File: src/source/fetchPkg.sv
// fetch stage widths, instruction encodings, opcode and state enums, stage and forwarding structs
`default_nettype none

package fetchPkg;

   localparam int dataWidth = 16;
   localparam int regAddrWidth = 3;

   localparam logic [dataWidth-1:0] nopInst = 16'h0800;
   localparam logic [dataWidth-1:0] haltInst = 16'h0000;

   // instruction bits 15:11
   typedef enum logic [4:0] {
      opHalt = 5'b00000,
      opNop  = 5'b00001,
      opImm0 = 5'b01000,
      opImm1 = 5'b01001,
      opImm2 = 5'b01010,
      opImm3 = 5'b01011,
      opSt   = 5'b10000,
      opLd   = 5'b10001,
      opAlu1 = 5'b11010,
      opAlu0 = 5'b11011,
      opAlu2 = 5'b11100,
      opAlu3 = 5'b11101
   } opcode_t;

   typedef enum logic [1:0] {stRun, stMiss, stHalt} fetchState_t;

   typedef enum logic [1:0] {fwdNone, fwdEx, fwdMem, fwdWb} fwdSel_t;

   // status of one later pipeline stage
   typedef struct packed {
      logic                    regWrt;
      logic [regAddrWidth-1:0] wrtReg;
      logic                    isLoad;
   } stageInfo_t;

   typedef struct packed {
      fwdSel_t srcA;
      fwdSel_t srcB;
   } fwdCtrl_t;

   typedef struct packed {
      logic [dataWidth-1:0] instruction;
      logic [dataWidth-1:0] incPC;
      logic                 instrValid;
   } fetchOut_t;

   // Rs sits in bits 10:8, read by all but halt and nop
   function automatic logic readsRs(opcode_t op);
      return !(op inside {opHalt, opNop});
   endfunction

   // Rt sits in bits 7:5, read by the store and the register-register classes
   function automatic logic readsRt(opcode_t op);
      return op inside {opSt, opAlu0, opAlu1, opAlu2, opAlu3};
   endfunction

endpackage

`default_nettype wire

File: src/source/fetch.sv
// fetch stage top level, connects PC, cache, instruction memory, hazard unit and control
`timescale 1ns/10ps
`default_nettype none

module fetch #(
   parameter int cacheLines  = 16,
   parameter int missLatency = 4,
   parameter int memWords    = 256
) (
   input  wire                           clk,
   input  wire                           rstN,
   input  wire [fetchPkg::dataWidth-1:0] newPC,
   input  wire                           redirect,
   input  wire                           createDump,
   input  wire fetchPkg::stageInfo_t     stageEx,
   input  wire fetchPkg::stageInfo_t     stageMem,
   input  wire fetchPkg::stageInfo_t     stageWb,
   input  wire                           progWrEn,
   input  wire [fetchPkg::dataWidth-2:0] progAddr,
   input  wire [fetchPkg::dataWidth-1:0] progData,
   output fetchPkg::fetchOut_t           fetchOut,
   output fetchPkg::fwdCtrl_t            fwd,
   output logic                          err
);
   import fetchPkg::*;

   logic [dataWidth-1:0] pc;
   logic [dataWidth-1:0] incPC;
   logic                 pcWrap;
   logic                 pcWrEn;
   logic                 pcSel;
   logic                 bubble;
   logic                 cacheCancel;
   logic                 hit;
   logic                 misaligned;
   logic [dataWidth-1:0] cacheInst;
   logic                 memRdEn;
   logic [dataWidth-2:0] memRdAddr;
   logic [dataWidth-1:0] memRdData;
   logic                 loadUse;
   logic                 fetchedHalt;

   pcGen pcGenInst (
      .clk(clk), .rstN(rstN), .pcWrEn(pcWrEn), .pcSel(pcSel), .newPC(newPC),
      .pc(pc), .incPC(incPC), .pcWrap(pcWrap)
   );

   instCache #(.cacheLines(cacheLines), .missLatency(missLatency)) cacheInst0 (
      .clk(clk), .rstN(rstN), .pc(pc), .cacheCancel(cacheCancel), .memRdData(memRdData),
      .hit(hit), .cacheInst(cacheInst), .misaligned(misaligned),
      .memRdEn(memRdEn), .memRdAddr(memRdAddr)
   );

   instMem #(.memWords(memWords)) memInst (
      .clk(clk), .memRdEn(memRdEn), .memRdAddr(memRdAddr),
      .progWrEn(progWrEn), .progAddr(progAddr), .progData(progData),
      .memRdData(memRdData)
   );

   hazardDetect hazardInst (
      .clk(clk), .rstN(rstN), .cacheInst(cacheInst), .incPC(incPC), .bubble(bubble),
      .stageEx(stageEx), .stageMem(stageMem), .stageWb(stageWb),
      .fetchOut(fetchOut), .fwd(fwd), .loadUse(loadUse), .fetchedHalt(fetchedHalt)
   );

   fetchCtrl ctrlInst (
      .clk(clk), .rstN(rstN), .redirect(redirect), .createDump(createDump),
      .hit(hit), .misaligned(misaligned), .pcWrap(pcWrap), .loadUse(loadUse),
      .fetchedHalt(fetchedHalt), .pcWrEn(pcWrEn), .pcSel(pcSel), .bubble(bubble),
      .cacheCancel(cacheCancel), .err(err)
   );

endmodule

`default_nettype wire

File: src/source/fetchCtrl.sv
// fetch control FSM for PC enable, bubbles, miss cancel, halt and sticky error
`timescale 1ns/10ps
`default_nettype none

module fetchCtrl (
   input  wire  clk,
   input  wire  rstN,
   input  wire  redirect,
   input  wire  createDump,
   input  wire  hit,
   input  wire  misaligned,
   input  wire  pcWrap,
   input  wire  loadUse,
   input  wire  fetchedHalt,
   output logic pcWrEn,
   output logic pcSel,
   output logic bubble,
   output logic cacheCancel,
   output logic err
);
   import fetchPkg::*;

   fetchState_t state;
   fetchState_t stateNext;
   logic        errSet;

   // halt beats redirect, redirect beats load-use, load-use beats miss
   always_comb begin
      pcWrEn = 1'b0;
      pcSel = 1'b0;
      bubble = 1'b1;
      cacheCancel = 1'b0;
      errSet = 1'b0;
      stateNext = state;
      if (state == stHalt) begin
         cacheCancel = 1'b1;
      end else if (createDump || fetchedHalt) begin
         cacheCancel = 1'b1;
         stateNext = stHalt;
      end else if (redirect) begin
         pcWrEn = 1'b1;
         pcSel = 1'b1;
         cacheCancel = 1'b1;
         stateNext = stRun;
      end else if (loadUse) begin
         // register holds its instruction, a pending fill keeps counting
         bubble = 1'b0;
         stateNext = hit ? stRun : stMiss;
      end else if (!hit) begin
         stateNext = stMiss;
      end else begin
         pcWrEn = 1'b1;
         bubble = 1'b0;
         errSet = misaligned || pcWrap;
         stateNext = errSet ? stHalt : stRun;
      end
   end

   always_ff @(posedge clk or negedge rstN) begin
      if (!rstN) begin
         state <= stRun;
         err <= 1'b0;
      end else begin
         state <= stateNext;
         err <= err || errSet;
      end
   end

endmodule

`default_nettype wire

File: src/source/hazardDetect.sv
// fetch/decode register with bubble insertion, load-use stall and forwarding selects
`timescale 1ns/10ps
`default_nettype none

module hazardDetect (
   input  wire                            clk,
   input  wire                            rstN,
   input  wire [fetchPkg::dataWidth-1:0]  cacheInst,
   input  wire [fetchPkg::dataWidth-1:0]  incPC,
   input  wire                            bubble,
   input  wire fetchPkg::stageInfo_t      stageEx,
   input  wire fetchPkg::stageInfo_t      stageMem,
   input  wire fetchPkg::stageInfo_t      stageWb,
   output fetchPkg::fetchOut_t            fetchOut,
   output fetchPkg::fwdCtrl_t             fwd,
   output logic                           loadUse,
   output logic                           fetchedHalt
);
   import fetchPkg::*;

   logic [dataWidth-1:0]    heldInst;
   logic [dataWidth-1:0]    heldIncPC;
   logic                    heldValid;
   opcode_t                 heldOp;
   logic [regAddrWidth-1:0] rs;
   logic [regAddrWidth-1:0] rt;
   logic                    useRs;
   logic                    useRt;

   function automatic logic writes(stageInfo_t st, logic [regAddrWidth-1:0] r);
      return st.regWrt && (st.wrtReg == r);
   endfunction

   // youngest writer wins, a load in Ex cannot be forwarded yet
   function automatic fwdSel_t pickSource(logic [regAddrWidth-1:0] r);
      if (writes(stageEx, r)) begin
         return stageEx.isLoad ? fwdNone : fwdEx;
      end else if (writes(stageMem, r)) begin
         return fwdMem;
      end else if (writes(stageWb, r)) begin
         return fwdWb;
      end
      return fwdNone;
   endfunction

   always_ff @(posedge clk or negedge rstN) begin
      if (!rstN) begin
         heldInst <= nopInst;
         heldIncPC <= '0;
         heldValid <= 1'b0;
      end else if (bubble) begin
         heldInst <= nopInst;
         heldValid <= 1'b0;
      end else if (!loadUse) begin
         // incPC of zero means pc rolled over the top of memory
         heldInst <= (incPC == '0) ? haltInst : cacheInst;
         heldIncPC <= incPC;
         heldValid <= 1'b1;
      end
   end

   assign heldOp = opcode_t'(heldInst[15:11]);
   assign rs = heldInst[10:8];
   assign rt = heldInst[7:5];
   assign useRs = readsRs(heldOp);
   assign useRt = readsRt(heldOp);

   assign loadUse = stageEx.isLoad &&
                    ((useRs && writes(stageEx, rs)) || (useRt && writes(stageEx, rt)));
   assign fetchedHalt = heldValid && (heldOp == opHalt);

   always_comb begin
      fwd.srcA = useRs ? pickSource(rs) : fwdNone;
      fwd.srcB = useRt ? pickSource(rt) : fwdNone;
      // decode sees a nop while the load result is outstanding
      fetchOut.instruction = loadUse ? nopInst : heldInst;
      fetchOut.incPC = heldIncPC;
      fetchOut.instrValid = heldValid && !loadUse;
   end

endmodule

`default_nettype wire

File: src/source/instCache.sv
// direct-mapped instruction cache with valid/tag store, data words and miss counter
`timescale 1ns/10ps
`default_nettype none

module instCache #(
   parameter int cacheLines  = 16,
   parameter int missLatency = 4
) (
   input  wire                            clk,
   input  wire                            rstN,
   input  wire [fetchPkg::dataWidth-1:0]  pc,
   input  wire                            cacheCancel,
   input  wire [fetchPkg::dataWidth-1:0]  memRdData,
   output logic                           hit,
   output logic [fetchPkg::dataWidth-1:0] cacheInst,
   output logic                           misaligned,
   output logic                           memRdEn,
   output logic [fetchPkg::dataWidth-2:0] memRdAddr
);
   import fetchPkg::*;

   localparam int indexBits = $clog2(cacheLines);
   localparam int tagBits = dataWidth - 1 - indexBits;
   localparam int cntBits = $clog2(missLatency + 1);

   logic [cacheLines-1:0] lineValid;
   logic [tagBits-1:0]    lineTag [cacheLines];
   logic [dataWidth-1:0]  lineData [cacheLines];

   logic [dataWidth-2:0] wordAddr;
   logic [indexBits-1:0] idx;
   logic [tagBits-1:0]   tag;
   logic                 lookupHit;
   logic                 pending;
   logic [cntBits-1:0]   fillCnt;
   logic                 fillDone;

   assign wordAddr = pc[dataWidth-1:1];
   assign idx = wordAddr[indexBits-1:0];
   assign tag = wordAddr[dataWidth-2:indexBits];

   assign misaligned = pc[0];
   assign lookupHit = lineValid[idx] && (lineTag[idx] == tag);

   // odd pc answers at once with a halt so the error can be reported
   assign hit = misaligned || lookupHit;
   assign cacheInst = misaligned ? haltInst : lineData[idx];

   // one memory read per miss, its data stays on memRdData
   assign memRdEn = !misaligned && !lookupHit && !pending && !cacheCancel;
   assign memRdAddr = wordAddr;

   assign fillDone = pending && (fillCnt == cntBits'(missLatency));

   always_ff @(posedge clk or negedge rstN) begin
      if (!rstN) begin
         lineValid <= '0;
         pending <= 1'b0;
         fillCnt <= '0;
      end else if (cacheCancel) begin
         pending <= 1'b0;
      end else if (memRdEn) begin
         pending <= 1'b1;
         fillCnt <= cntBits'(1);
      end else if (fillDone) begin
         pending <= 1'b0;
         lineValid[idx] <= 1'b1;
      end else if (pending) begin
         fillCnt <= fillCnt + 1'b1;
      end
   end

   // pc is held during the fill, so idx and tag still name the missed line
   always_ff @(posedge clk) begin
      if (fillDone && !cacheCancel) begin
         lineTag[idx] <= tag;
         lineData[idx] <= memRdData;
      end
   end

endmodule

`default_nettype wire

File: src/source/instMem.sv
// word-addressed instruction memory, registered read port and program-load write port
`timescale 1ns/10ps
`default_nettype none

module instMem #(
   parameter int memWords = 256
) (
   input  wire                            clk,
   input  wire                            memRdEn,
   input  wire [fetchPkg::dataWidth-2:0]  memRdAddr,
   input  wire                            progWrEn,
   input  wire [fetchPkg::dataWidth-2:0]  progAddr,
   input  wire [fetchPkg::dataWidth-1:0]  progData,
   output logic [fetchPkg::dataWidth-1:0] memRdData
);
   import fetchPkg::*;

   localparam int addrBits = $clog2(memWords);

   logic [dataWidth-1:0] mem [memWords];
   logic [addrBits-1:0]  rdIdx;
   logic [addrBits-1:0]  wrIdx;

   // addresses beyond the array alias back into it
   assign rdIdx = addrBits'(memRdAddr % memWords);
   assign wrIdx = addrBits'(progAddr % memWords);

   always_ff @(posedge clk) begin
      if (progWrEn) begin
         mem[wrIdx] <= progData;
      end
      // read data is held until the next read
      if (memRdEn) begin
         memRdData <= mem[rdIdx];
      end
   end

endmodule

`default_nettype wire

File: src/source/pcGen.sv
// program counter register, +2 incrementer, redirect mux and wrap flag
`timescale 1ns/10ps
`default_nettype none

module pcGen (
   input  wire                            clk,
   input  wire                            rstN,
   input  wire                            pcWrEn,
   input  wire                            pcSel,
   input  wire [fetchPkg::dataWidth-1:0]  newPC,
   output logic [fetchPkg::dataWidth-1:0] pc,
   output logic [fetchPkg::dataWidth-1:0] incPC,
   output logic                           pcWrap
);
   import fetchPkg::*;

   // highest aligned address, incrementing past it rolls over to zero
   localparam logic [dataWidth-1:0] lastPC = {{(dataWidth-1){1'b1}}, 1'b0};

   logic [dataWidth-1:0] nextPC;

   assign incPC = pc + dataWidth'(2);
   assign pcWrap = (pc == lastPC);

   // jump target or branch fix-up when pcSel is set
   assign nextPC = pcSel ? newPC : incPC;

   always_ff @(posedge clk or negedge rstN) begin
      if (!rstN) begin
         pc <= '0;
      end else if (pcWrEn) begin
         pc <= nextPC;
      end
   end

endmodule

`default_nettype wire

File: config.mk
export PLATFORM = sky130hd
export DESIGN_NAME = fetch
export DESIGN_NICKNAME = d
export VERILOG_FILES = /design/src/source/fetchPkg.sv /design/src/source/fetch.sv /design/src/source/fetchCtrl.sv /design/src/source/hazardDetect.sv /design/src/source/instCache.sv /design/src/source/instMem.sv /design/src/source/pcGen.sv
export SDC_FILE = /design/constraint.sdc
export NUM_CORES = 2
export LEC_CHECK = 0
export BUFFER_PORTS_ARGS = -buffer_cell sky130_fd_sc_hd__buf_2
export CAP_MARGIN = 10
export CORE_ASPECT_RATIO = 0.5
export CORE_MARGIN = 4
export CORE_UTILIZATION = 40
export CTS_BUF_LIST = sky130_fd_sc_hd__clkbuf_2 sky130_fd_sc_hd__clkbuf_4 sky130_fd_sc_hd__clkbuf_8
export DETAILED_ROUTE_END_ITERATION = 8
export GPL_TIMING_DRIVEN = 1
export HOLD_SLACK_MARGIN = 0.08
export PLACE_DENSITY = 0.54
export SETUP_SLACK_MARGIN = 0.3
export SLEW_MARGIN = 0
export SYNTH_ARGS = -nofsm -noshare
export SYNTH_HDL_FRONTEND = slang
export SYNTH_MEMORY_MAX_BITS = 65536
export SYNTH_SLANG_ARGS = --single-unit
File: constraint.sdc
create_clock -name clk -period 6.2 [get_ports clk]
set_clock_uncertainty 0.1 [all_clocks]
set_input_delay 0.93 -clock clk [delete_from_list [all_inputs] [get_ports clk]]
set_output_delay 0.93 -clock clk [all_outputs]
set_load 0.02 [all_outputs]
==> results_dict.tcl <==
set metrics [dict create \
    status "completed" \
    synth_most_common_cell "edfxtp_1" \
    synth.distinct_cells 55 \
    grt_util_all_layers_pct 20.13 \
    yosys.area.top_type "edfxtp_1" \
    fmax_mhz 201.5 \
    cts-resized-gates 0 \
    grt_setup_unrepaired "no" \
    final_max_slew_viol_count 0 \
    crit_chain "buf_12 -> buf_4 -> mux4_2 -> mux4_2 -> mux4_2 -> mux4_2" \
    synthAdderAreaFrac_pct 0.04232 \
    antenna_found_initial 62 \
    min_path_cells 1 \
    critical_path_class "flop to flop" \
    cts_hold_buf 21 \
    cap_viol_max_count 0 \
    regToRegEndpoint "memInst.memRdData[7]" \
    critPathLaunchType "flop" \
    synth_top_family_by_area "multiplexers" \
    power_density_nw_per_um2 350.6 \
    worstPathMaxFanout 41 \
    place_congestion 0.7699 \
    cp.arrival_ns 5.64 \
    power_frac_comb_pct 17.2 \
    async_flop_share_pct 1.560 \
    cts_sinks 4616 \
    dieArea_um2 454800 \
    dp_hpwl_um 268000 \
    grt_pass1_wl_um 652900 \
    grt_max_degree 161 \
    wl_um 463900 \
    timing.setup.tns_ns 0 \
    min_path_type "input port to flop" \
    p_switching_mw 18.45 \
    overflow 0 \
    first_pass_iters 5 \
    ir_drop_mv 0.1900 \
    synth-main-ff-cell "edfxtp_1" \
    layout.nets 8215 \
    ff2ff_path_depth 6 \
    swShare_pct 26.12 \
    power.total_mw 70.63 \
    post-route-drc-count 0 \
    cp_data_required_time_ns 6.88 \
    wl_per_cell_um 31.85 \
    synthCells 7282 \
    drive_above_1_share_pct 37.64 \
    drtIter0Drc 10250 \
    cpPeakStageDelay_ns 1.01 \
    cts_tree "yes" \
    cts_buffers 677 \
    post_drt_via_cell_ratio 5.646 \
    ys.warnings.count 0 \
    synth_edf_count 4544 \
    min_to "memInst.mem[122][15]" \
    post_cts_buffers 0 \
    synth_xor_area_share_pct 0.2716 \
    start_util_pct 40.28 \
    h-tree-depth 6 \
    ant_nets 0 \
    crit_buf_inv 2 \
    ys_seq_area_share_pct 77.94 \
    hold_viol 0 \
    synth_compound_area_share_pct 0.4169 \
    synth_simple_gate_area_share_pct 1.314 \
    relSlewSlack_pct 16.06 \
    die-width_um 949.7 \
    synthTopCellsByCount "edfxtp_1, mux4_2, nor2_1" \
    synth-seq-cells 4616 \
    clk_latency_ns 1.13 \
    via_count 82240 \
    power.share.clock_pct 33.8 \
    clockBufferDepth 4 \
    synth_area_per_cell_um2 24.36 \
    syn-num-nets 7355 \
    r2r_start "pcGenInst.pc[1]" \
    yosysTopAreaCellShare_pct 76.93 \
    clkTransAtPathRegs_ns 0.06 \
    tightest_slew_ns 1.255 \
    stdcell_area_um2 201500 \
    p_leak_nw 62.58 \
    rrSetupSlack_ns 1.24 \
    synthTopCellsByArea "edfxtp_1, mux4_2, dfrtp_1, nor2_1, clkbuf_1" \
    critical-path-top-delay-family "multiplexers" \
    period_share_pct 80.05 \
    clockRootBuffer "clkbuf_8" \
    core_um2 440300 \
    intPower_mw 52.18 \
    rows 172 \
    crit_path_top_delay_cell "dfrtp_4" \
    placed_area_um2 188400 \
    syn_area_um2 177400 \
    period_needed_ns 4.963 \
    end_kind "flop" \
    num_io_pins 105 \
    grt_pass1_vias 83520 \
    synth_mux_area_share_pct 18.97 \
    io_buffers 95 \
    fin_util_pct 45.75 \
    worstHoldStart "progData[15]" \
    pwr-share-seq_pct 49.0 \
    die_h_um 478.9 \
    areaGrowthSynthToFinish_pct 13.58 \
    finalSetupViolCount 0 \
    crit_top_cell "mux4_2" \
]
## per-layer routing
layer	up-vias	wire length [um]	track usage [%]	part of all wire (%)
li1	33150	-	-	-
met1	45340	207000	30.56	45
met2	3127	209100	29.89	45
met3	614	37420	4.508	8.1
met4	6	10320	4.834	2.2
met5	-	41	0	0.0088
## logic make-up (layout without fill, tap and decap cells)
group,after synthesis,count (layout)
DFF,4616,4616
muxes,1530,1530
and+or+nand+nor,539,539
buffers and inverters,422,1775
AOI/OAI and AO/OA,114,114
xor gates and xnor gates,55,55
adders and majority gates,6,6
other,0,15
## worst max path at each step
stage	endpoint	startpoint	cells past startpoint
detailed placement	memInst.memRdData[10]	pcGenInst.pc[1]	6
finish	memInst.memRdData[7]	pcGenInst.pc[1]	6
global route	memInst.memRdData[10]	pcGenInst.pc[1]	6
global placement	memInst.memRdData[7]	pcGenInst.pc[1]	6
floorplan	cacheInst0.lineData[0][0]	pcGenInst.pc[2]	13
CTS	memInst.memRdData[10]	pcGenInst.pc[1]	6
## placed cells by master, fill, tap and decap left out, types with 13 or more instances in the layout
master | synthesis | layout
clkbuf_4 | 0 | 225
or2_2 | 16 | 16
dfrtp_1 | 71 | 63
buf_4 | 6 | 404
nor2_2 | 0 | 146
clkinvlp_4 | 0 | 15
o21ai_0 | 41 | 41
clkinv_2 | 0 | 42
dlygate4sd3_1 | 0 | 21
nor2_1 | 289 | 132
edfxtp_1 | 4544 | 4544
clkinv_1 | 0 | 160
a22oi_1 | 15 | 15
nand2_2 | 0 | 16
inv_1 | 26 | 26
diode_2 | 0 | 15
nand3_1 | 19 | 19
mux2i_1 | 59 | 59
nand2_1 | 111 | 95
clkbuf_8 | 0 | 703
buf_2 | 132 | 78
nor3_1 | 23 | 14
and2_1 | 25 | 24
buf_8 | 0 | 15
buf_12 | 0 | 57
mux4_2 | 1465 | 1465
xnor2_1 | 43 | 43
nand2b_1 | 13 | 13
## power groups by stage
stage / combinational (mW) / clock (mW) / sequential (mW)
after CTS: 12.3 / 24.5 / 34.6
after floorplan: 7.54 / 0 / 35.1
final: 12.1 / 23.9 / 34.6
after detailed placement: 12.3 / 0 / 35.3
after global routing: 12.8 / 25.9 / 34.6
after global placement: 12.3 / 0 / 35.3
## flip-flops by register name, summed over array words and instances, names as in the netlist
signal / flops
hazardInst.heldValid: 1
cacheInst0.pending: 1
pcGenInst.pc: 16
memInst.mem: 4096
hazardInst.heldInst: 16
cacheInst0.lineValid: 16
hazardInst.heldIncPC: 16
cacheInst0.lineData: 256
ctrlInst.state: 2
memInst.memRdData: 16
cacheInst0.lineTag: 176
cacheInst0.fillCnt: 3
ctrlInst.err: 1
## through the flow
step,hold WS (ns),setup WS (ns),instances
4_1_cts,0.08322,1.247,14550
6_report,0.1876,1.237,14570
3_5_place_dp,0.3502,1.230,13360
2_1_floorplan,0.3334,1.367,7282
5_1_grt,0.1460,1.118,14560
3_3_place_gp,0.3454,1.248,13360
## cell type report
cell class                      instances  area [um^2]
Inverter                               27        108.9
Clock buffer                          927        11350
Timing Repair Buffer                  576         5014
Antenna cell                           15        37.54
Tap cell                             5916         7402
Multi-Input combinational cell       2244        37820
Sequential cell                      4616       138300
Fill cell                           36590       238900
Clock inverter                        245         1444
Note: power is estimated with default switching activity, not from simulation.
